[config.mk]
export PLATFORM = sky130hd
export DESIGN_NAME = line_buffer
export DESIGN_NICKNAME = d
export VERILOG_FILES = /design/src/common/dcache_pkg.sv /design/src/design/line_buffer.sv
export VERILOG_INCLUDE_DIRS = /design/src /design/src/common
export SDC_FILE = /design/constraint.sdc
export NUM_CORES = 1
export LEC_CHECK = 0
export ABC_CLOCK_PERIOD_IN_PS = 2050
export BUFFER_PORTS_ARGS = -buffer_cell sky130_fd_sc_hd__buf_2
export CORE_AREA = 8 8 223 225
export DETAILED_ROUTE_END_ITERATION = 12
export DIE_AREA = 0 0 231 233
export PLACE_DENSITY = 0.6
export SLEW_MARGIN = 20
export SYNTH_ARGS = -nofsm -noshare
export SYNTH_HDL_FRONTEND = slang
export SYNTH_SLANG_ARGS = --single-unit
[constraint.sdc]
create_clock -name i_clk -period 2.05 [get_ports i_clk]
set_clock_uncertainty 0.05 [all_clocks]
set_input_delay 0.3075 -clock i_clk [delete_from_list [all_inputs] [get_ports i_clk]]
set_output_delay 0.3075 -clock i_clk [all_outputs]
set_load 0.01 [all_outputs]
[src/common/dcache_defines.svh]
`ifndef DCACHE_DEFINES_SVH
`define DCACHE_DEFINES_SVH

// geometry, 4 ways x 64 sets x 8 words = 8 KiB
`define DC_WORDS_PER_LINE 8
`define DC_WAYS 4
`define DC_SETS 64

// address split: tag | index | word | byte
`define DC_OFFSET_BITS 5
`define DC_INDEX_BITS 6
`define DC_TAG_BITS 21
`define DC_WORD_SEL_BITS 3

`endif

[src/common/dcache_pkg.sv]
`default_nettype none

`include "dcache_defines.svh"

package dcache_pkg;

	typedef logic [31:0] word_t;
	typedef logic [`DC_INDEX_BITS-1:0] set_idx_t;
	typedef logic [1:0] way_idx_t;
	typedef logic [`DC_WAYS-1:0] way_mask_t;
	typedef logic [`DC_WORD_SEL_BITS-1:0] word_sel_t;
	typedef logic [2:0] plru_bits_t;

	typedef struct packed {
		logic valid;
		logic [`DC_TAG_BITS-1:0] tag;
	} tag_entry_t;

	typedef word_t [`DC_WORDS_PER_LINE-1:0] line_t;

	// processor request as held in the controller
	typedef struct packed {
		word_t adr;
		logic we;
		logic [3:0] sel;
		word_t dat;
	} cpu_req_t;

	// wishbone master side, sel is tied high at the top
	typedef struct packed {
		logic cyc;
		logic stb;
		logic we;
		word_t adr;
		word_t dat;
	} mem_req_t;

	typedef struct packed {
		logic en;
		set_idx_t set;
		way_mask_t mask;
		line_t line;
	} line_wr_t;

	typedef enum logic [2:0] {
		ST_SWEEP,
		ST_IDLE,
		ST_LOOKUP,
		ST_EVICT_READ,
		ST_WRITE_BACK,
		ST_REFILL,
		ST_INSTALL
	} dcache_state_t;

endpackage

`default_nettype wire

[src/design/line_buffer.sv]
`default_nettype none

`include "dcache_defines.svh"

module line_buffer (
	input logic i_clk,
	input logic i_rst,
	input logic i_load,
	input dcache_pkg::line_t i_line,
	input logic i_fill,
	input dcache_pkg::word_sel_t i_word_sel,
	input dcache_pkg::word_t i_fill_dat,
	output dcache_pkg::word_t o_word,
	output dcache_pkg::line_t o_line
);
	import dcache_pkg::*;

	line_t r_line;
	line_t next_line;

	// victim capture and refill never overlap
	always_comb begin
		next_line = r_line;
		if (i_load) begin
			next_line = i_line;
		end else if (i_fill) begin
			for (int i = 0; i < `DC_WORDS_PER_LINE; i++) begin
				if (word_sel_t'(i) == i_word_sel)
					next_line[i] = i_fill_dat;
			end
		end
	end

	always_ff @(posedge i_clk) begin
		if (i_rst)
			r_line <= '0;
		else
			r_line <= next_line;
	end

	// writeback word goes straight to the memory data bus
	assign o_word = r_line[i_word_sel];
	assign o_line = r_line;

endmodule

`default_nettype wire

# Yosys cells after proc, flatten, opt, wreduce, memory -nomap -nowiden
# Index checks and enable logic that the tools add are counted.
[totals]
regBits = 256
out_inout_bits = 288
elab_cells = 46
[classes]
order_cmp = 1
n_eq_ne = 7
mux = 12
n_reduce_logical = 18
[op_table]
columns = ["op", "count"]
rows = [
  ["$mux W256", 2],
  ["$mux W32", 9],
  ["$bmux W32 S3", 1],
  ["$reduce_bool A2 Y1", 9],
  ["$reduce_and A2 Y1", 8],
  ["$eq A3 B3 Y1 const A", 4],
  ["$eq A2 B3 Y1 const A", 2],
  ["$lt A3 B4 Y1 const B", 1],
  ["$eq A1 B3 Y1 const A", 1],
  ["$logic_not A3 Y1", 1],
]

# Logic depth before layout (Yosys ltp)
# Gate-level depths: netlist of the first run.
[depth]
word_depth = 4
mapped_depth = 6
mapped_depth_nobuf = 3

# Worst setup path after synthesis of the first run
# Ideal clock, no wire load.
[synth_path]
kind = "input-to-output"
start = "input i_word_sel[1]"
end = "output o_word[11]"
t_arrival_ns = 1.753
slack_ns = -0.060
path_stages = 5
path_cell_list = "buf_2 buf_6 buf_2 mux4_2 mux2_2"
[synth_via]
elab_chain_cells = 2
[synth_lines]
columns = ["item", "line", "text"]
rows = [
  ["from (decl)", "line_buffer.sv:11", "input dcache_pkg::word_sel_t i_word_sel,"],
  ["$bmux W32 S3", "line_buffer.sv:42", "assign o_word = r_line[i_word_sel];"],
  ["$mux W32 (not written as such)", "line_buffer.sv:42", ""],
  ["to (decl)", "line_buffer.sv:13", "output dcache_pkg::word_t o_word,"],
]
# No other way between the ends. The select of a mux whose other input is x is not followed.

# Final worst setup path of the first run
[layout_path]
start = "register r_line (netlist bit o_line[96])"
end = "output o_word[0]"
[layout_via]
elab_chain_cells = 2
[layout_lines]
columns = ["item", "line", "text"]
rows = [
  ["from (decl)", "line_buffer.sv:18", "line_t r_line;"],
  ["from (signal assigned)", "line_buffer.sv:38", "r_line <= next_line;"],
  ["$bmux W32 S3", "line_buffer.sv:42", ""],
  ["$mux W32 (not written as such)", "line_buffer.sv:42", ""],
]
# No other way between the ends. The select of a mux whose other input is x is not followed.

==> results of run 1 <==
-- report_power, final --
part | switching (mW) | leakage, nW | internal (mW)
registers | 0.343 | 2.18 | 5.41
logic | 1.63 | 5.98 | 1.80
clock network | 2.19 | 0.458 | 2.90
total | 4.16 | 8.62 | 10.1
-- worst max-delay path: cells and delay by family (launching register included) --
kind	cells	cell delay [ns]
flip-flops	1	0.35
buffers and inverters	1	0.12
multiplexers	2	0.78
-- cell usage in the layout, fill, tap and decap left out --
cell type,count
buf_2,547
nor2b_1,256
nor3_1,256
a2111oi_0,228
dlygate4sd3_1,159
dfxtp_2,144
buf_4,127
dfxtp_1,100
mux4_2,64
buf_6,33
nor2_1,32
buf_12,31
clkbuf_16,30
a2111oi_2,26
mux2_4,23
dfxtp_4,12
mux2_2,9
clkbuf_8,9
clkinv_2,8
clkbuf_1,4
and4b_2,3
a2111oi_4,2
clkinvlp_4,2
diode_2,1
nor4b_4,1
nor4bb_4,1
and4bb_4,1
and4bb_2,1
and4_2,1
buf_8,1
-- metrics by stage --
| stage | setup TNS, ns | instances | util [%] | instance area (um^2) |
|---|---|---|---|---|
| finish | -2.315 | 2719 | 45.16 | 20800 |
| global route | -3.848 | 2718 | 45.15 | 20800 |
| CTS | -3.026 | 2705 | 44.77 | 20620 |
| detailed placement | -1.192 | 2427 | 37.25 | 17160 |
| global placement | -0.9054 | 2427 | 37.25 | 17160 |
| floorplan | 0 | 1323 | - | 13250 |
-- routing by layer --
layer	track usage, %	routed length (um)
met1	25.68	24390
met2	37.08	30430
met3	5.018	5135
met4	9.147	2691
met5	0	40
-- path summary, 6_finish.rpt --
kind              depth (start not counted)          end   startpoint  slack, ns
hold reg to reg                           2  o_line[240]  o_line[240]       0.55
setup reg to reg                          4  o_line[104]  o_line[104]       0.83
setup / recovery                          3    o_word[0]   o_line[96]       -0.1
hold / removal                            3   o_line[35]   i_line[35]      0.006
-- repair_timing --
| item | in CTS | in global routing |
|---|---|---|
| hold buffers | 157 | 2 |
| gates resized for setup | 190 | 34 |
| hold endpoints to repair | 158 | 2 |
| setup endpoints to repair | 32 | 32 |
| gates cloned | 0 | 1 |
| setup buffers | 69 | 10 |
-- logic make-up (layout without fill, tap and decap cells) --
group	Yosys count	count (layout)	synth area share (%)
other cells	0	1	0
flops	256	256	38.69
mux	96	96	13.60
simple gates	552	552	23.41
compound gates	256	256	18.44
buf+inv	163	951	5.866
-- area by class of cell --
type	instances	area (um^2)
sequential	256	5350
multi-input combinational	904	7455
fill	4320	25260
tap	607	759.5
clock buffer	42	864.6
clock inverter	10	55.05
timing repair buffer	899	6315
antenna	1	2.502
==> summary.txt, run 1 <==
Worst hold margin: 0.005754 ns
CTS Buffer Depth: 3
I/O Buffers: 582
Worst-skew pair later-pin latency: 0.55 ns
CTS tree: built
Avg Vias per Cell: 5.409
Clock Tree Root: clkbuf_16
First-pass GRT wire length: 92,650 um
Worst setup margin: -0.09992 ns
Worst endpoint required time: 1.69 ns
YS warnings: 0
Core ar.: 0.04606 mm^2
Vias in the first global route: 15,020
Final hold violation count: 0
Critical Path End Type: output port
IO Pins: 583
Pin count of the biggest net entering global routing: 98
Async SR Flop Fraction: 0%
# clock sinks: 256
Rel. slew slack: 44.81%
Final Max Tran Viols: 0
Seq/Total Area, Yosys: 38.69%
Distinct cells, synth: 19
Setup violations, final: 32
CP max stage delay: 0.49 ns
Failing checks: negative setup slack
Num rows: 79
Final period utilization: 104.9%
DRT Pass-1 Iters: 5
Post-route ant nets: 0
Lkg Pwr: 8.617 nW
Mapped Cells: 1,323
Pre-CTS WS: -0.1091 ns
Worst Setup Path Type: flop to output port
Die span in x: 231 um
RSZ-0062 raised after global routing: true
Die height: 233 um
Outcome: complete, but fails checks
Initial Utilization: 28.76%
Power density cells: 686.2 mW/mm^2
Synth top cells by count: 256 x dfxtp_1, 256 x nor2b_1, 256 x nor3_1
Worst vdd ir: 0.5013 mV
Avg Inst Size Synth: 10.01 um^2
Dpl hpwl: 45,330 um
Max Clock Freq: 465.1 MHz
Placer Congestion: 0.9247
CTS Buf Count: 29
Worst slew pin tran: 0.8248 ns
Worst-path maximum fanout: 2
Total Power: 14.27 mW
WL/cell: 23.06 um
DRC violations left: 0
Max-Cap Viols: 0
CTS clk-pin slew, worst paths: 0.06 ns
Grt total ovfl: 0
Mapped Nets: 1,618
Max reg flops: 256
Area contributors post-synth: dfxtp_1 39%, a2111oi_0 15%, nor2b_1 12%
Cell type of the slowest stage on the worst timing path: mux4_2
Layout cells sized above 1: 50.97%
Crit path cell chain: mux4_2, mux2_2, buf_6
Top FF cell, synth: dfxtp_1
Die area: 0.05382 mm^2
Global Route Usage Sum: 21.60%
DR iter-0 viols: 1,063
Synth Cell Area: 0.01325 mm^2
Yosys top cell by area: dfxtp_1
Post-synth top area share: 38.69%
Area grow syn2layout: 57.03%
Vias: 14,710
Minimum clock period: 2.150 ns
Final Net Count: 2,385
Initial antenna violation count: 4
Hold Path Class: input port to flop
Post-synth EDFFs: 0
Startpoint Class: flop
Synth Register Bits: 256
Final wirelength: 62,690 um
CP arrival: 1.79 ns
CTS H-tree lvls: 1
No activity file was read; power rests on OpenSTA's default activity.
==> run 2, diff against run 1 <==
--- a/config.mk
+++ b/config.mk
@@ -6,13 +6,12 @@
 export SDC_FILE = /design/constraint.sdc
 export NUM_CORES = 1
 export LEC_CHECK = 0
-export ABC_CLOCK_PERIOD_IN_PS = 2050
+export ABC_CLOCK_PERIOD_IN_PS = 1900
 export BUFFER_PORTS_ARGS = -buffer_cell sky130_fd_sc_hd__buf_2
 export CORE_AREA = 8 8 223 225
 export DETAILED_ROUTE_END_ITERATION = 12
 export DIE_AREA = 0 0 231 233
-export PLACE_DENSITY = 0.6
-export SLEW_MARGIN = 20
+export PLACE_DENSITY_LB_ADDON = 0.12
 export SYNTH_ARGS = -nofsm -noshare
 export SYNTH_HDL_FRONTEND = slang
 export SYNTH_SLANG_ARGS = --single-unit
==> constraint.sdc (replaced) <==
create_clock -name i_clk -period 1.9 [get_ports i_clk]
set_clock_uncertainty 0.05 [all_clocks]
set_input_delay 0.285 -clock i_clk [delete_from_list [all_inputs] [get_ports i_clk]]
set_output_delay 0.285 -clock i_clk [all_outputs]
set_load 0.01 [all_outputs]
==> run 2 against run 1 <==
  * The run still ends with negative setup slack left
  * Hold slack improved by 0.014 ns
  * Register-to-register slack got worse by 0.04 ns
  * Critical path depth did not move
  * Worst setup slack got worse by 0.12 ns
  * Critical endpoint is now o_word[15]
  * Largest power group unchanged
==> summary.txt, run 2 (synthesis results as in run 1) <==
Outcome: complete, but fails checks
Failing checks: negative setup slack
Layout cells sized above 1: 51.82%
Max Clock Freq: 472.0 MHz
Worst-path maximum fanout: 2
# clock sinks: 256
Dpl hpwl: 47,920 um
DRT Pass-1 Iters: 7
Vias: 14,970
Worst vdd ir: 0.4852 mV
Power density cells: 740.3 mW/mm^2
RSZ-0062 raised after global routing: true
Max reg flops: 256
DR iter-0 viols: 777
Pre-CTS WS: -0.2550 ns
Worst setup margin: -0.2188 ns
CTS tree: built
Fill cell count: 4,361
Final Net Count: 2,498
Vias in the first global route: 15,540
Final period utilization: 111.5%
Avg Vias per Cell: 5.278
Initial Utilization: 28.76%
Worst Setup Path Type: flop to output port
Final wirelength: 66,280 um
Final hold violation count: 0
WL/cell: 23.37 um
CP arrival: 1.78 ns
CTS H-tree lvls: 1
Worst slew pin tran: 0.8337 ns
Lkg Pwr: 9.225 nW
First-pass GRT wire length: 98,300 um
R2R setup slack: 0.79 ns
Post-route ant nets: 0
Non-Filler Instances: 2,836
I/O Buffers: 582
Global Route Usage Sum: 23.24%
CTS clk-pin slew, worst paths: 0.06 ns
IO Pins: 583
Initial antenna violation count: 6
Max-Cap Viols: 0
Die height: 233 um
DRC violations left: 0
Startpoint Class: flop
Minimum clock period: 2.119 ns
Worst endpoint required time: 1.56 ns
Area grow syn2layout: 65.87%
Core ar.: 0.04606 mm^2
Worst-skew pair later-pin latency: 0.55 ns
Die area: 0.05382 mm^2
Hold Path Class: input port to flop
Rel. slew slack: 44.22%
Most frequent cells in the layout: 546 x buf_2, 256 x nor2b_1, 256 x nor3_1, 228 x a2111oi_0, 213 x dlygate4sd3_1
CTS Buffer Depth: 3
Die span in x: 231 um
CTS Buf Count: 31
Final Max Tran Viols: 0
Setup violations, final: 32
Commonest non-fill, non-tap cell in the layout: buf_2
Placer Congestion: 0.8514
Num rows: 79
Pin count of the biggest net entering global routing: 51
Placed Instances: 2,471
Critical Path End Type: output port
Clock Tree Root: clkbuf_16
Grt total ovfl: 0
[run 2: changes by cell type in the layout (fill, tap and decap cells not counted), sizes merged]
cell / previous run / this run
clkinvlp: 2 / 0
clkbuf: 43 / 47
buf: 739 / 797
diode: 1 / 4
clkinv: 8 / 5
bufinv: 0 / 3
dlygate4sd3: 159 / 213
[run 2: timing repair]
item | CTS | global route
resized for setup | 217 | 34
hold endpoints to repair | 213 | 0
hold buffers | 213 | 0
setup endpoints to repair | 32 | 32
setup buffers | 84 | 9
pin swaps | 0 | 0
[run 2: metal layers]
layer,up-vias,track usage (%),part of all wire (%)
met2,624,40.62,49
met4,4,9.642,3.9
met5,-,0,0.041
li1,6934,-,-
met1,7261,27.42,40
met3,145,4.872,6.5
[run 2: worst paths after layout]
kind | from | to | cells after the start
hold / removal | i_line[140] | o_line[140] | 3
setup reg to reg | o_line[116] | o_line[116] | 3
setup / recovery | o_line[47] | o_word[15] | 3
hold reg to reg | o_line[122] | o_line[122] | 2
[run 2: worst max-delay path, stage by stage (launching register included)]
cell and delay, ns:
dfxtp_2 0.34, mux4_2 0.47, mux2_4 0.29, buf_6 0.12
[run 2: per-stage QoR]
step	util [%]	hold slack [ns]	TNS, ns	total power [mW]	instance area [um^2]
detailed placement	38.05	0.5440	-12.79	9.435	17530
CTS	47.41	0.00004063	-7.070	16.36	21840
finish	47.70	0.01950	-6.092	16.27	21970
global placement	38.05	0.5360	-7.298	9.413	17530
global route	47.70	0.01551	-7.794	16.94	21970
floorplan	-	0.4266	-0.03845	7.809	13320
[run 2: final cells by class]
class                   instances  area [um^2]  area share (%)
diodes                          4        10.01         0.04556
clock buffers                  47        925.9           4.214
clock inverters                 8        115.1          0.5239
multi-input cells             904         7481           34.05
flip-flops and latches        256         5375           24.46
well taps                     607        759.5           3.457
repair buffers               1010         7306           33.25
[run 2: report_power, final]
group | internal [mW] | switching, mW | leakage (nW)
logic | 2.12 | 1.84 | 6.52
clock network | 3.73 | 2.38 | 0.517
registers | 5.84 | 0.355 | 2.18
