**config.mk**
```make
export PLATFORM = sky130hd
export DESIGN_NAME = plru_tree
export DESIGN_NICKNAME = d
export VERILOG_FILES = /design/src/common/dcache_pkg.sv /design/src/design/plru_tree.sv
export VERILOG_INCLUDE_DIRS = /design/src /design/src/common
export SDC_FILE = /design/constraint.sdc
export NUM_CORES = 1
export LEC_CHECK = 0
export CAP_MARGIN = 10
export CORE_UTILIZATION = 65
export CTS_CLUSTER_SIZE = 10
export DETAILED_ROUTE_END_ITERATION = 16
export DONT_BUFFER_PORTS = 1
export GPL_TIMING_DRIVEN = 1
export PLACE_DENSITY_LB_ADDON = 0.25
export SKIP_CTS_REPAIR_TIMING = 1
export SLEW_MARGIN = 25
export SYNTH_ARGS = -nofsm -noshare
export SYNTH_HDL_FRONTEND = slang
export SYNTH_SLANG_ARGS = --single-unit
```
**constraint.sdc**
```tcl
create_clock -name i_clk -period 7.2 [get_ports i_clk]
set_input_delay 0.72 -clock i_clk [delete_from_list [all_inputs] [get_ports i_clk]]
set_output_delay 0.72 -clock i_clk [all_outputs]
set_load 0.02 [all_outputs]
```
**src/common/dcache_defines.svh**
```systemverilog
`ifndef DCACHE_DEFINES_SVH
`define DCACHE_DEFINES_SVH

// geometry, 4 ways x 64 sets x 8 words = 8 KiB
`define DC_WORDS_PER_LINE 8
`define DC_WAYS 4
`define DC_SETS 64

// address split: tag | index | word | byte
`define DC_OFFSET_BITS 5
`define DC_INDEX_BITS 6
`define DC_TAG_BITS 21
`define DC_WORD_SEL_BITS 3

`endif

```
**src/common/dcache_pkg.sv**
```systemverilog
`default_nettype none

`include "dcache_defines.svh"

package dcache_pkg;

	typedef logic [31:0] word_t;
	typedef logic [`DC_INDEX_BITS-1:0] set_idx_t;
	typedef logic [1:0] way_idx_t;
	typedef logic [`DC_WAYS-1:0] way_mask_t;
	typedef logic [`DC_WORD_SEL_BITS-1:0] word_sel_t;
	typedef logic [2:0] plru_bits_t;

	typedef struct packed {
		logic valid;
		logic [`DC_TAG_BITS-1:0] tag;
	} tag_entry_t;

	typedef word_t [`DC_WORDS_PER_LINE-1:0] line_t;

	// processor request as held in the controller
	typedef struct packed {
		word_t adr;
		logic we;
		logic [3:0] sel;
		word_t dat;
	} cpu_req_t;

	// wishbone master side, sel is tied high at the top
	typedef struct packed {
		logic cyc;
		logic stb;
		logic we;
		word_t adr;
		word_t dat;
	} mem_req_t;

	typedef struct packed {
		logic en;
		set_idx_t set;
		way_mask_t mask;
		line_t line;
	} line_wr_t;

	typedef enum logic [2:0] {
		ST_SWEEP,
		ST_IDLE,
		ST_LOOKUP,
		ST_EVICT_READ,
		ST_WRITE_BACK,
		ST_REFILL,
		ST_INSTALL
	} dcache_state_t;

endpackage

`default_nettype wire

```
**src/design/plru_tree.sv**
```systemverilog
`default_nettype none

`include "dcache_defines.svh"

module plru_tree (
	input logic i_clk,
	input logic i_rst,
	input dcache_pkg::set_idx_t i_set,
	input logic i_touch,
	input dcache_pkg::way_idx_t i_touch_way,
	output dcache_pkg::way_idx_t o_victim_way
);
	import dcache_pkg::*;

	plru_bits_t r_bits [`DC_SETS];
	plru_bits_t cur_bits;
	plru_bits_t new_bits;

	assign cur_bits = r_bits[i_set];

	// b1 picks the half, b2 and b0 the way inside it
	always_comb begin
		new_bits = cur_bits;
		case (i_touch_way)
			2'd0: new_bits[1:0] = 2'b00;
			2'd1: new_bits[1:0] = 2'b01;
			2'd2: new_bits[2:1] = 2'b01;
			default: new_bits[2:1] = 2'b11;
		endcase
	end

	always_comb begin
		if (cur_bits[1])
			o_victim_way = cur_bits[0] ? 2'd0 : 2'd1;
		else
			o_victim_way = cur_bits[2] ? 2'd2 : 2'd3;
	end

	always_ff @(posedge i_clk) begin
		if (i_rst) begin
			for (int s = 0; s < `DC_SETS; s++)
				r_bits[s] <= '0;
		end else if (i_touch) begin
			r_bits[i_set] <= new_bits;
		end
	end

endmodule

`default_nettype wire

```
; Yosys cells after proc, flatten, opt, wreduce, memory -nomap -nowiden
; Memories as Yosys holds them, arrays and structs flattened.
; Index checks and enable logic that the tools add are counted.
[classes]
n_eq_ne = 2
n_mux = 14
reduce_logical = 3
[op_table]
columns = cell, count
row1 = $mux 1, 9
row2 = $mux 6, 1
row3 = $pmux 1 s2, 2
row4 = $mux 3, 1
row5 = $reduce_or 3->1, 1
row6 = $eq 2x1->1 const B, 1
row7 = $eq 2x2->1 const B, 1
row8 = $logic_not 2->1, 1
row9 = $mux 2, 1
row10 = $reduce_or 2->1, 1
[totals]
ff_bits = 0
ram_bits = 192
input_bits = 11
mem_count = 1
[mem_list]
columns = memory, depth, word_bits, read_ports, rd_ports_with_merged_regs, wr, line
row1 = r_bits, 64, 3, 1, 0, 64, plru_tree.sv:15  ; plru_bits_t r_bits [`DC_SETS];

; Depth between registers and ports, before layout
; Gate-level depths: netlist of run 1.
[logic_depth]
word_depth = 5
depth_mapped = 10
ltp_nobuf = 6

; Worst setup path before layout of run 1
; No wires, ideal clock.
[synth_timing]
kind = input -> output
from = input port i_set[2]
to = output port o_victim_way[0]
arrival_ns = 3.117
required_ns = 6.480
setup_slack_ns = 3.363
path_stages = 10
path_buffers = 4
path_cell_list = buf_2 > buf_2 > buf_1 > buf_2 > nor3b_1 > o21ai_0 > o311ai_0 > a222oi_1 > and4_1 > mux2i_1
[synth_between]
elab_chain_cells = 3
word_cells_on_any_way = 4
[synth_lines]
columns = element, line
row1 = "start, declared", plru_tree.sv:8  ; input dcache_pkg::set_idx_t i_set,
row2 = $mem_v2 64x3 *, n/a
row3 = "$mux 1, on equally long branches", "plru_tree.sv:36, plru_tree.sv:34"
row4 = $mux 2 *, plru_tree.sv:33  ; if (cur_bits[1])
row5 = "end, declared", plru_tree.sv:11  ; output dcache_pkg::way_idx_t o_victim_way
; Mark *: on every way between the ends. The rest lies on a longest branch, timed or not.

; Worst setup path in the final report of run 1
[layout_timing]
from = input port i_set[0]
to = output port o_victim_way[0]
; The elaborated chain is that of the path after synthesis.

==> summary.md, run 1 <==
| Metric | Value |
|---|---|
| Run status | finished, final reports clean |
| Chip height | 121.5 µm |
| Cells after DPL | around 880 |
| Kind of capture point of the worst setup path | output pin |
| Total DRC errors in the routed layout | 0 |
| Initial antenna violation count | 0 |
| Total number of nets in the final design | slightly above 700 |
| Final-layout setup total negative slack | 0 ns |
| Pwr dens | 235.7 mW/mm² |
| Post-synthesis net count | between 700 and 800 |
| Xor/xnor cell area share of the yosys netlist | 0% |
| Type of the worst min-delay path | primary input to flip-flop |
| Commonest cells after routing, fill and taps aside | sky130_fd_sc_hd__edfxtp_1, sky130_fd_sc_hd__nand2_1, sky130_fd_sc_hd__nor3_1, sky130_fd_sc_hd__nor2_1, sky130_fd_sc_hd__mux2i_1 |
| Vias in the first global route | between 6000 and 7000 |
| Violation count after the first detailed-routing iteration | ~940 |
| Max Buffers Root-to-Sink | 2 |
| Crit path kind | primary input to output pin |
| Starting density of the core | 66.63% |
| Final count of pins violating max slew | 0 |
| Slew @ Worst Pin | 1.205 ns |
| Remaining global-route overflow | 0 |
| Top reg by flops | r_bits |
| Required time worst endpoint | approximately 6.5 ns |
| Worst path cell trace | mux4_2 -> mux2i_1 -> o22ai_1 -> a211o_1 -> or3_1 -> mux2i_1 |
| Clk Tree Root Cell | sky130_fd_sc_hd__clkbuf_16 |
| Number of warning messages in the yosys log | 0 |
| Worst path arrival time | 2.86 ns |
| Synthesized netlist cell count | approximately 750 |
| Clock Sinks | about 190 |
| Final min period | between 3 and 4 ns |
| Diodes inserted | 0 |
| Leakage component of the power | approximately 3.4 nW |
| Number of unique standard cell types used by synthesis | 43 |
| Setup skew after layout | 0.009215 ns |
| Average wire per cell in the routed design | around 24 µm |
| Fraction of the cycle the final worst path needs | roughly half |
| Slowest cell on the critical path | sky130_fd_sc_hd__mux4_2 |
| Post-synthesis sequential element count | 192 |
| Largest net degree at the start of global routing | 69 |
| Synth-to-layout area growth | 5.269% |
| Total core area | 0.01393 mm² |
| Fraction of layout instances using a drive strength above 1 | around an eighth |
| Worst VDD drop | approximately 0.2 mV |
| Worst hold margin | between 0.7 and 0.8 ns |
| Clock-pin slew on the worst setup and hold paths | around 0.06 ns |
| Dominant cell type by count on the critical path | sky130_fd_sc_hd__mux2i_1 |
| Proportion of synthesized area in mux cells | between 10% and 20% |
| DIE WIDTH | 121.5 µm |
| Fin cells | roughly 910 |
| Startpoint type of the worst setup path | primary input |
| Worst relative slew slack | between 10% and 20% |
| CTS buffer count | 17 |
| Post-synthesis async set-or-reset flop share | 0% |
| Portion of the post-synthesis area used by sequential elements | 62.09% |
| CTS tree | yes |
| Number of detailed-routing iterations run before antenna repair | 5 |
| Via-to-Cell Ratio | around 7.0 |
| Number of nets with antenna violations after detailed routing | 0 |
| Full die area | about 0.015 mm² |
| Post-route total power | approximately 0.0023 W |
| Critical path fanouts, max | 68 |
| Number of placement rows | 43 |
| Global-route wire length before repair | about 34 mm |
| Max FFs per register | about 190 |
| Netlist Area Pre-Place | 0.009285 mm² |
| Arithmetic-cell share of the synthesized area counting full adders, half adders and majority gates | 0% |
| Post-synthesis compound-gate area fraction | 2.789% |
| Number of top-level design ports | 13 |
| Mapped Avg Cell Area | about 12 µm² |
| H-tree depth reported by CTS | 4 |
| RSZ-0062 raised after global routing | false |
| Most common cell after layout, fill and taps aside | sky130_fd_sc_hd__edfxtp_1 |
| Total of buffers placed on input and output ports | 0 |
| Max Freq | 279.4 MHz |
| Max-cap check violation count | 0 |
| Registers with the highest flip-flop counts | r_bits x192 |
| Total detailed-routing wirelength | 22.01 mm |
| Latest clock arrival within the worst-skew pair | between 0.4 and 0.5 ns |
| Combined global-route utilization of all metal layers | around 32% |
| Number of enable flip-flop cells after synthesis | about 190 |
| Total half-perimeter wirelength after legalization and detailed placement | approximately 13 mm |
| Via count | 6306 |
| Slowest stage delay, CP | about 0.54 ns |
| Final Hold Viols | 0 |
| Area share of and/or/nand/nor cells after synthesis | approximately a fifth |
| Setup violators final | 0 |
| Ys flop type | sky130_fd_sc_hd__edfxtp_1 |
| Last weighted congestion value of the routability-driven placer | about 0.86 |
| Main combinational cell family by area after synthesis | simple AND/OR/NAND/NOR gates |
-- synth_stat cells, types with 3 or more instances --
| master | instances | area share (%) |
|---|---|---|
| sky130_fd_sc_hd__and3b_1 | 3 | 0.28 |
| sky130_fd_sc_hd__o21ai_0 | 5 | 0.27 |
| sky130_fd_sc_hd__clkbuf_1 | 38 | 1.5 |
| sky130_fd_sc_hd__nand3_1 | 4 | 0.22 |
| sky130_fd_sc_hd__mux2i_1 | 33 | 3.6 |
| sky130_fd_sc_hd__buf_1 | 3 | 0.12 |
| sky130_fd_sc_hd__nand2_1 | 133 | 5.4 |
| sky130_fd_sc_hd__nor3_1 | 131 | 7.1 |
| sky130_fd_sc_hd__mux2_2 | 8 | 0.97 |
| sky130_fd_sc_hd__nand3b_1 | 4 | 0.32 |
| sky130_fd_sc_hd__o22ai_1 | 7 | 0.47 |
| sky130_fd_sc_hd__edfxtp_1 | 192 | 62 |
| sky130_fd_sc_hd__nor2_1 | 80 | 3.2 |
| sky130_fd_sc_hd__and3_1 | 3 | 0.20 |
| sky130_fd_sc_hd__buf_2 | 11 | 0.59 |
| sky130_fd_sc_hd__a22oi_1 | 5 | 0.40 |
| sky130_fd_sc_hd__buf_6 | 13 | 1.6 |
| sky130_fd_sc_hd__nor3b_1 | 6 | 0.49 |
| sky130_fd_sc_hd__mux4_2 | 32 | 7.8 |
| sky130_fd_sc_hd__a21oi_1 | 5 | 0.27 |
| sky130_fd_sc_hd__nand2b_1 | 3 | 0.20 |
| sky130_fd_sc_hd__a221oi_1 | 3 | 0.28 |
-- stage by stage --
| stage | util (%) | area (µm²) | setup WS (ns) |
|---|---|---|---|
| after floorplan | - | 9285 | 3.363 |
| after global placement | 66.36 | 9248 | 3.479 |
| after detailed placement | 66.50 | 9266 | 3.385 |
| after CTS | 70.03 | 9758 | 3.624 |
| after global routing | 70.14 | 9774 | 3.582 |
| final | 70.14 | 9774 | 3.621 |
-- final timing paths --
path                            depth (start not counted)  slack, ns                           to                  startpoint
worst max-delay path                                    6       3.62              o_victim_way[0]                    i_set[0]
worst max register to register                          7       3.92  r_bits[17][0]$_SDFFCE_PN0P_  r_bits[3][0]$_SDFFCE_PN0P_
worst min-delay path                                    3       0.71  r_bits[38][1]$_SDFFCE_PN0P_                    i_set[3]
worst min register to register                          5       1.25  r_bits[61][0]$_SDFFCE_PN0P_  r_bits[1][0]$_SDFFCE_PN0P_
-- kinds of logic after synthesis --
| kind of cell | count (synthesis) |
|---|---|
| AND/OR/NAND/NOR | 382 |
| flip-flops | 192 |
| multiplexers | 73 |
| buffers and inverters | 68 |
| AO/OA/AOI/OAI | 37 |
-- worst max-delay path: cells and delay by family --
| kind | cells | cell delay, ns |
|---|---|---|
| compound gates | 2 | 0.42 |
| mux | 3 | 1.26 |
| simple gates | 1 | 0.38 |
-- per-layer routing --
| layer | vias up | GRT usage (%) | routed length (µm) |
|---|---|---|---|
| met2 | 491 | 47.98 | 10550 |
| met3 | 56 | 10.24 | 2887 |
| met1 | 3035 | 44.42 | 7987 |
| met4 | 0 | 12.04 | 582 |
| li1 | 2724 | - | - |
| met5 | - | 0 | 0 |
-- report_power, final --
group | total, W | leakage, nW | internal [W] | switching, W
clock | 0.000823 | 0.227 | 0.000437 | 0.000386
combinational | 0.000193 | 1.26 | 0.0000659 | 0.000127
sequential | 0.00129 | 1.93 | 0.00127 | 0.0000157
total | 0.00230 | 3.42 | 0.00178 | 0.000528
-- cell type report --
type / instances / area [µm²]
clock buffers: 25 / 455.4
clock inverters: 5 / 36.28
fillers: 940 / 4160
inverters: 3 / 11.26
multi-input cells: 492 / 3202
flip-flops and latches: 192 / 5766
well taps: 180 / 225.2
repair buffers: 10 / 78.83
(Power assumes the default switching activity.)
==> run 2, diff against run 1 <==
--- a/config.mk
+++ b/config.mk
@@ -7,7 +7,7 @@
 export NUM_CORES = 1
 export LEC_CHECK = 0
 export CAP_MARGIN = 10
-export CORE_UTILIZATION = 65
+export CORE_UTILIZATION = 64
 export CTS_CLUSTER_SIZE = 10
 export DETAILED_ROUTE_END_ITERATION = 16
 export DONT_BUFFER_PORTS = 1
==> constraint.sdc (replaced) <==
create_clock -name i_clk -period 3.6 [get_ports i_clk]
set_input_delay 0.36 -clock i_clk [delete_from_list [all_inputs] [get_ports i_clk]]
set_output_delay 0.36 -clock i_clk [all_outputs]
set_load 0.02 [all_outputs]
==> run 2 against run 1 <==
Effect of this change:
- routed wire length is 0.45% higher
- clock power increased by 120%
- sequential power increased by 99%
- non-clock buffer count rose by 12
- final area up 1.2%
- flip-flop and latch count did not move
- clock skew increased by 0.0021 ns
- critical path depth stayed put
==> summary.md, run 2 (same netlist as run 1, synthesis figures left out) <==
| Metric | Value |
|---|---|
| Final Util | 70.43% (+0.28 points) |
| Pwr dens | 479.0 mW/mm² (+100%) |
| CTS buffer count | 17 (unchanged) |
| Via-to-Cell Ratio | 6.978 (+0.37%) |
| Most common cell after layout, fill and taps aside | sky130_fd_sc_hd__edfxtp_1 |
| Setup skew after layout | 0.01128 ns (+0.002070 ns) |
| Number of top-level design ports | 13 (unchanged) |
| Final count of pins violating max slew | 0 (unchanged) |
| Via count | 6427 (+1.9%) |
| Chip height | 122.5 µm (+0.77%) |
| Max Freq | slightly above 300 MHz |
| Registers with the highest flip-flop counts | r_bits x192 |
| Global-route wire length before repair | 34.67 mm (+1.7%) |
| Clock Sinks | 192 (unchanged) |
| Top reg by flops | r_bits |
| Clk Tree Root Cell | sky130_fd_sc_hd__clkbuf_16 |
| H-tree depth reported by CTS | 4 (unchanged) |
| Number of placement rows | 43 (unchanged) |
| Fraction of layout instances using a drive strength above 1 | 13.90% (+1.5 points) |
| Commonest cells after routing, fill and taps aside | sky130_fd_sc_hd__edfxtp_1, sky130_fd_sc_hd__nand2_1, sky130_fd_sc_hd__nor3_1, sky130_fd_sc_hd__nor2_1, sky130_fd_sc_hd__mux2i_1 |
| Number of detailed-routing iterations run before antenna repair | 5 (unchanged) |
| Total detailed-routing wirelength | 22.11 mm (+0.45%) |
| Final-layout setup total negative slack | 0 ns (unchanged) |
| Latest clock arrival within the worst-skew pair | 0.44 ns (about the same) |
| Type of the worst min-delay path | primary input to flip-flop |
| Total of buffers placed on input and output ports | 0 (unchanged) |
| Worst VDD drop | 0.3278 mV (+64%) |
| DIE WIDTH | 122.5 µm (+0.77%) |
| Diodes inserted | 0 (unchanged) |
| Last weighted congestion value of the routability-driven placer | 0.8727 (+1.5%) |
| Kind of capture point of the worst setup path | output pin |
| Total half-perimeter wirelength after legalization and detailed placement | 13.55 mm (+4.4%) |
| Max FFs per register | 192 (unchanged) |
| Setup violators final | 0 (unchanged) |
| CTS tree | yes |
| Total number of nets in the final design | 739 (+1.7%) |
| Remaining global-route overflow | 0 (unchanged) |
| Slew @ Worst Pin | 0.8263 ns (-0.3789 ns) |
| Number of nets with antenna violations after detailed routing | 0 (unchanged) |
| Critical path fanouts, max | 2 (-97%) |
| Worst path arrival time | 2.88 ns (+0.02 ns) |
| Starting density of the core | 66.12% (-0.51 points) |
| Run status | finished, final reports clean |
| Fraction of the cycle the final worst path needs | about nine tenths |
| Crit path kind | flip-flop to output pin |
| Synth-to-layout area growth | 6.509% |
| Total core area | 0.01404 mm² (+0.77%) |
| Max Buffers Root-to-Sink | 2 (unchanged) |
| Leakage component of the power | 3.498 nW (+2.4%) |
| Initial antenna violation count | 0 (unchanged) |
| Clock-pin slew on the worst setup and hold paths | 0.07 ns (about the same) |
| Average wire per cell in the routed design | 24.00 µm (-1.1%) |
| Combined global-route utilization of all metal layers | 31.83% (-0.29 points) |
| Total DRC errors in the routed layout | 0 (unchanged) |
| Violation count after the first detailed-routing iteration | 962 (+1.9%) |
| Vias in the first global route | 6162 (+1.9%) |
| Final Hold Viols | 0 (unchanged) |
| Final min period | approximately 3.2 ns |
| Max-cap check violation count | 0 (unchanged) |
| Startpoint type of the worst setup path | flip-flop |
| RSZ-0062 raised after global routing | false |
| Full die area | 0.01499 mm² (+1.5%) |
| Required time worst endpoint | 3.24 ns (-3.24 ns) |
| Largest net degree at the start of global routing | 69 (unchanged) |
| Worst relative slew slack | 44.91% (+26 points) |
-- run 2: cell type report --
type	instances	area, µm²
Timing Repair Buffer	22	165.2
Clock buffer	19	432.9
Sequential cell	192	5766
Fill cell	939	4153
Multi-Input combinational cell	492	3173
Tap cell	180	225.2
Clock inverter	13	116.4
Inverter	3	11.26
-- run 2: critical path, cell delays in order, from the launching register on --
cell and delay, ns:
sky130_fd_sc_hd__edfxtp_1 0.39, sky130_fd_sc_hd__mux4_2 0.47, sky130_fd_sc_hd__mux2i_1 0.29, sky130_fd_sc_hd__o22ai_1 0.17, sky130_fd_sc_hd__a211o_1 0.29, sky130_fd_sc_hd__or3_1 0.38
sky130_fd_sc_hd__mux2i_1 0.45
-- run 2: power by group --
group	switching, W	internal (W)	leakage [nW]	total (W)
Clock	0.000822	0.000951	0.253	0.00177
Combinational	0.000256	0.000136	1.31	0.000391
Sequential	0.0000299	0.00254	1.93	0.00257
Total	0.00111	0.00363	3.50	0.00474
-- run 2: path summary, 6_finish.rpt --
check                                    from                     endpoint  slack, ns  cells past startpoint
setup reg to reg  r_bits[22][0]$_SDFFCE_PN0P_  r_bits[10][0]$_SDFFCE_PN0P_       0.82                      7
hold / removal                 i_touch_way[1]   r_bits[8][0]$_SDFFCE_PN0P_       0.30                      2
hold reg to reg   r_bits[61][2]$_SDFFCE_PN0P_  r_bits[51][2]$_SDFFCE_PN0P_       1.44                      6
setup / recovery  r_bits[22][0]$_SDFFCE_PN0P_              o_victim_way[0]       0.36                      6
-- run 2: metrics by stage --
step	area (µm²)	total power (W)	instances	worst slack, ns	hold WS (ns)
floorplan	9285	0.002941	752	0.4825	0.6971
global placement	9335	0.002993	889	0.8468	0.7321
detailed placement	9340	0.003003	889	0.8084	0.7404
CTS	9889	0.004728	921	0.3776	0.2854
global route	9889	0.004851	921	0.3399	0.3190
finish	9889	0.004737	921	0.3616	0.3005
-- run 2: layer usage --
layer	track usage (%)	wire [µm]
met5	0	0
met4	11.13	555
met3	8.086	2471
met2	49.16	10770
met1	44.15	8312
==> run 3, diff against run 2 <==
--- a/config.mk
+++ b/config.mk
@@ -6,8 +6,9 @@
 export SDC_FILE = /design/constraint.sdc
 export NUM_CORES = 1
 export LEC_CHECK = 0
+export ABC_CLOCK_PERIOD_IN_PS = 3600
 export CAP_MARGIN = 10
-export CORE_UTILIZATION = 64
+export CORE_UTILIZATION = 30
 export CTS_CLUSTER_SIZE = 10
 export DETAILED_ROUTE_END_ITERATION = 16
 export DONT_BUFFER_PORTS = 1
==> constraint.sdc (replaced) <==
create_clock -name i_clk -period 3.6 [get_ports i_clk]
set_input_delay 0.36 -clock i_clk [delete_from_list [all_inputs] [get_ports i_clk]]
set_output_delay 0.36 -clock i_clk [all_outputs]
set_load 0.005 [all_outputs]
==> run 3 against run 2 <==
Effect of this change:
- clock skew increased by 0.00090 ns
- global-route usage is 15 points lower
- worst hold slack worse by 0.059 ns
- largest power group unchanged
- die area is 110% higher
- non-clock buffer count grew 4
- highest routed layer unchanged
==> summary.md, run 3 (same netlist as run 1, synthesis figures left out) <==
| Metric | Value |
|---|---|
| Run status | finished, final reports clean |
| Max Freq | 324.8 MHz (+5.2%) |
| Final count of pins violating max slew | 0 (unchanged) |
| Clock-pin slew on the worst setup and hold paths | 0.08 ns (about the same) |
| Number of placement rows | 64 (+49%) |
| Critical register-to-register path endpoint | r_bits[4][2]$_SDFFCE_PN0P_ |
| Startpoint of the most critical setup path | r_bits[31][2]$_SDFFCE_PN0P_ |
| Fraction of the cycle the final worst path needs | 85.53% (-4.4 points) |
| Latest clock arrival within the worst-skew pair | 0.45 ns (about the same) |
| Clk pwr share | 40.3% (+2.9 points) |
| Pwr dens | 485.6 mW/mm² (+1.4%) |
| Fin cells | 1141 (+24%) |
| Flop pwr share | 51.6% (-2.7 points) |
| H-tree depth reported by CTS | 4 (unchanged) |
| Vias in the first global route | 5932 (-3.7%) |
| DIE WIDTH | 177.9 µm (+45%) |
| Leakage component of the power | 3.560 nW (+1.8%) |
| Final min period | 3.079 ns (-0.1592 ns) |
| Sw Pwr | 0.001197 W (+8.1%) |
| Critical path fanouts, max | 2 (unchanged) |
| Setup slack of the worst register-to-register path | 0.86 ns (+0.04 ns) |
| Post-Place Setup Slack | 0.8367 ns (+0.02833 ns) |
| Cells after DPL | 1109 (+25%) |
| Worst relative slew slack | 43.01% (-1.9 points) |
| Via-to-Cell Ratio | 5.316 (-24%) |
| Total DRC errors in the routed layout | 0 (unchanged) |
| Total core area | 0.03051 mm² (+120%) |
| Total number of nets in the final design | 743 (+0.54%) |
| Startpoint type of the worst setup path | flip-flop |
| CTS buffer count | 17 (unchanged) |
| Crit path kind | flip-flop to output pin |
| Commonest cells after routing, fill and taps aside | sky130_fd_sc_hd__edfxtp_1, sky130_fd_sc_hd__nand2_1, sky130_fd_sc_hd__nor3_1, sky130_fd_sc_hd__nor2_1, sky130_fd_sc_hd__mux2i_1 |
| Internal power contribution | 0.003782 W (+4.2%) |
| Count of filler cells inserted in the layout | 3021 (+220%) |
| Worst VDD drop | 0.3058 mV (-6.7%) |
| Number of detailed-routing iterations run before antenna repair | 5 (unchanged) |
| Starting density of the core | 30.43% (-36 points) |
| Final Hold Viols | 0 (unchanged) |
| Violation count after the first detailed-routing iteration | 620 (-36%) |
| Last weighted congestion value of the routability-driven placer | 0.8060 (-7.6%) |
| Clk Tree Root Cell | sky130_fd_sc_hd__clkbuf_16 |
| Registers with the highest flip-flop counts | r_bits x192 |
| Final Worst Setup Slack | 0.5208 ns (+0.1592 ns) |
| Chip height | 177.9 µm (+45%) |
| Full die area | 0.03166 mm² (+110%) |
| Number of nets with antenna violations after detailed routing | 0 (unchanged) |
| Max FFs per register | 192 (unchanged) |
| Max Buffers Root-to-Sink | 2 (unchanged) |
| Average wire per cell in the routed design | 21.96 µm (-8.5%) |
| Post-route total power | 0.004979 W (+5.1%) |
| Clock Sinks | 192 (unchanged) |
| CTS tree | yes |
| RSZ-0062 raised after global routing | false |
| Most common cell after layout, fill and taps aside | sky130_fd_sc_hd__edfxtp_1 |
| Slew @ Worst Pin | 0.8548 ns (+0.02851 ns) |
| Worst hold margin | 0.2419 ns (-0.05860 ns) |
| Initial antenna violation count | 0 (unchanged) |
| Critical path endpoint | o_victim_way[0] |
| Remaining global-route overflow | 0 (unchanged) |
| Switching fraction of total power | 24.04% (+0.67 points) |
| Required time worst endpoint | 3.24 ns (about the same) |
| Number of top-level design ports | 13 (unchanged) |
| Kind of capture point of the worst setup path | output pin |
| Largest net degree at the start of global routing | 69 (unchanged) |
| Global-route wire length before repair | 38.11 mm (+9.9%) |
| Combined global-route utilization of all metal layers | 16.62% (-15 points) |
| Final-layout setup total negative slack | 0 ns (unchanged) |
| Fraction of layout instances using a drive strength above 1 | 14.36% (+0.46 points) |
| Diodes inserted | 0 (unchanged) |
| Reg-to-reg critical path startpoint | r_bits[31][2]$_SDFFCE_PN0P_ |
| Via count | 6065 (-5.6%) |
| Total of buffers placed on input and output ports | 0 (unchanged) |
| Setup violators final | 0 (unchanged) |
| Fraction of power consumed by combinational cells | 8.1% (-0.2 points) |
| Type of the worst min-delay path | primary input to flip-flop |
| Worst path arrival time | 2.72 ns (-0.16 ns) |
| Reg2Reg Depth | 7 (unchanged) |
| Total detailed-routing wirelength | 25.06 mm (+13%) |
| Synth-to-layout area growth | 10.42% |
| Total half-perimeter wirelength after legalization and detailed placement | 15.50 mm (+14%) |
| Top reg by flops | r_bits |
| Max-cap check violation count | 0 (unchanged) |
| Setup skew after layout | 0.01219 ns (+0.0009020 ns) |
run 3: changes by cell type in the layout (fill, tap and decap cells not counted):
cell,change
sky130_fd_sc_hd__inv_6,+5
sky130_fd_sc_hd__buf_4,+3
sky130_fd_sc_hd__clkinvlp_4,-3
sky130_fd_sc_hd__bufinv_16,+2
sky130_fd_sc_hd__clkbuf_1,-2
sky130_fd_sc_hd__clkinv_4,-2
sky130_fd_sc_hd__buf_12,+1
sky130_fd_sc_hd__clkinv_1,+1
sky130_fd_sc_hd__clkinv_2,-1
sky130_fd_sc_hd__nor3b_1,+1
sky130_fd_sc_hd__nor3b_2,-1
run 3: metrics by stage:
step	utilization, %	instance area [µm²]
after detailed placement	31.62	9648
after global routing	33.60	10250
after floorplan	-	9285
after global placement	31.62	9648
after CTS	33.60	10250
final	33.60	10250
run 3: worst min path at each step:
stage	start	to	slack, ns	cells after the start
2_1_floorplan	i_touch_way[1]	r_bits[16][0]$_SDFFCE_PN0P_	0.70	2
3_3_place_gp	i_touch_way[0]	r_bits[57][2]$_SDFFCE_PN0P_	0.69	2
3_5_place_dp	i_touch_way[0]	r_bits[9][2]$_SDFFCE_PN0P_	0.70	2
4_1_cts	i_touch_way[0]	r_bits[12][2]$_SDFFCE_PN0P_	0.23	2
5_1_grt	i_touch_way[0]	r_bits[61][2]$_SDFFCE_PN0P_	0.23	2
6_report	i_touch_way[0]	r_bits[13][2]$_SDFFCE_PN0P_	0.24	2
run 3: power by group through the flow:
stage               Clock [W]  Combinational [W]  Sequential, W
finish                0.00201           0.000403        0.00257
global route          0.00211           0.000428        0.00258
CTS                   0.00202           0.000405        0.00257
detailed placement          0           0.000403        0.00262
global placement            0           0.000403        0.00262
floorplan                   0           0.000333        0.00260
run 3: area by class of cell:
cell class / count / area, µm² / area share (%)
timing repair buffer: 26 / 207.7 / 2.026
tap: 396 / 495.5 / 4.833
sequential: 192 / 5766 / 56.24
multi-input combinational: 492 / 3168 / 30.90
inverter: 3 / 11.26 / 0.1098
clock inverter: 15 / 178.9 / 1.745
clock buffer: 17 / 425.4 / 4.149
run 3: worst max-delay path, cell delays in order (launching register included):
cell and delay, ns:
sky130_fd_sc_hd__edfxtp_1 0.38, sky130_fd_sc_hd__mux4_2 0.50, sky130_fd_sc_hd__mux2i_1 0.27, sky130_fd_sc_hd__o22ai_1 0.11, sky130_fd_sc_hd__a211o_1 0.28, sky130_fd_sc_hd__or3_1 0.38
sky130_fd_sc_hd__mux2i_1 0.35
run 3: metal layers:
metal	part of all wire [%]	track usage [%]	up-vias
met1	46	23.47	3092
met3	6.0	4.327	19
met5	0	0	-
li1	-	-	2773
met2	47	25.31	181
met4	1.3	3.953	0
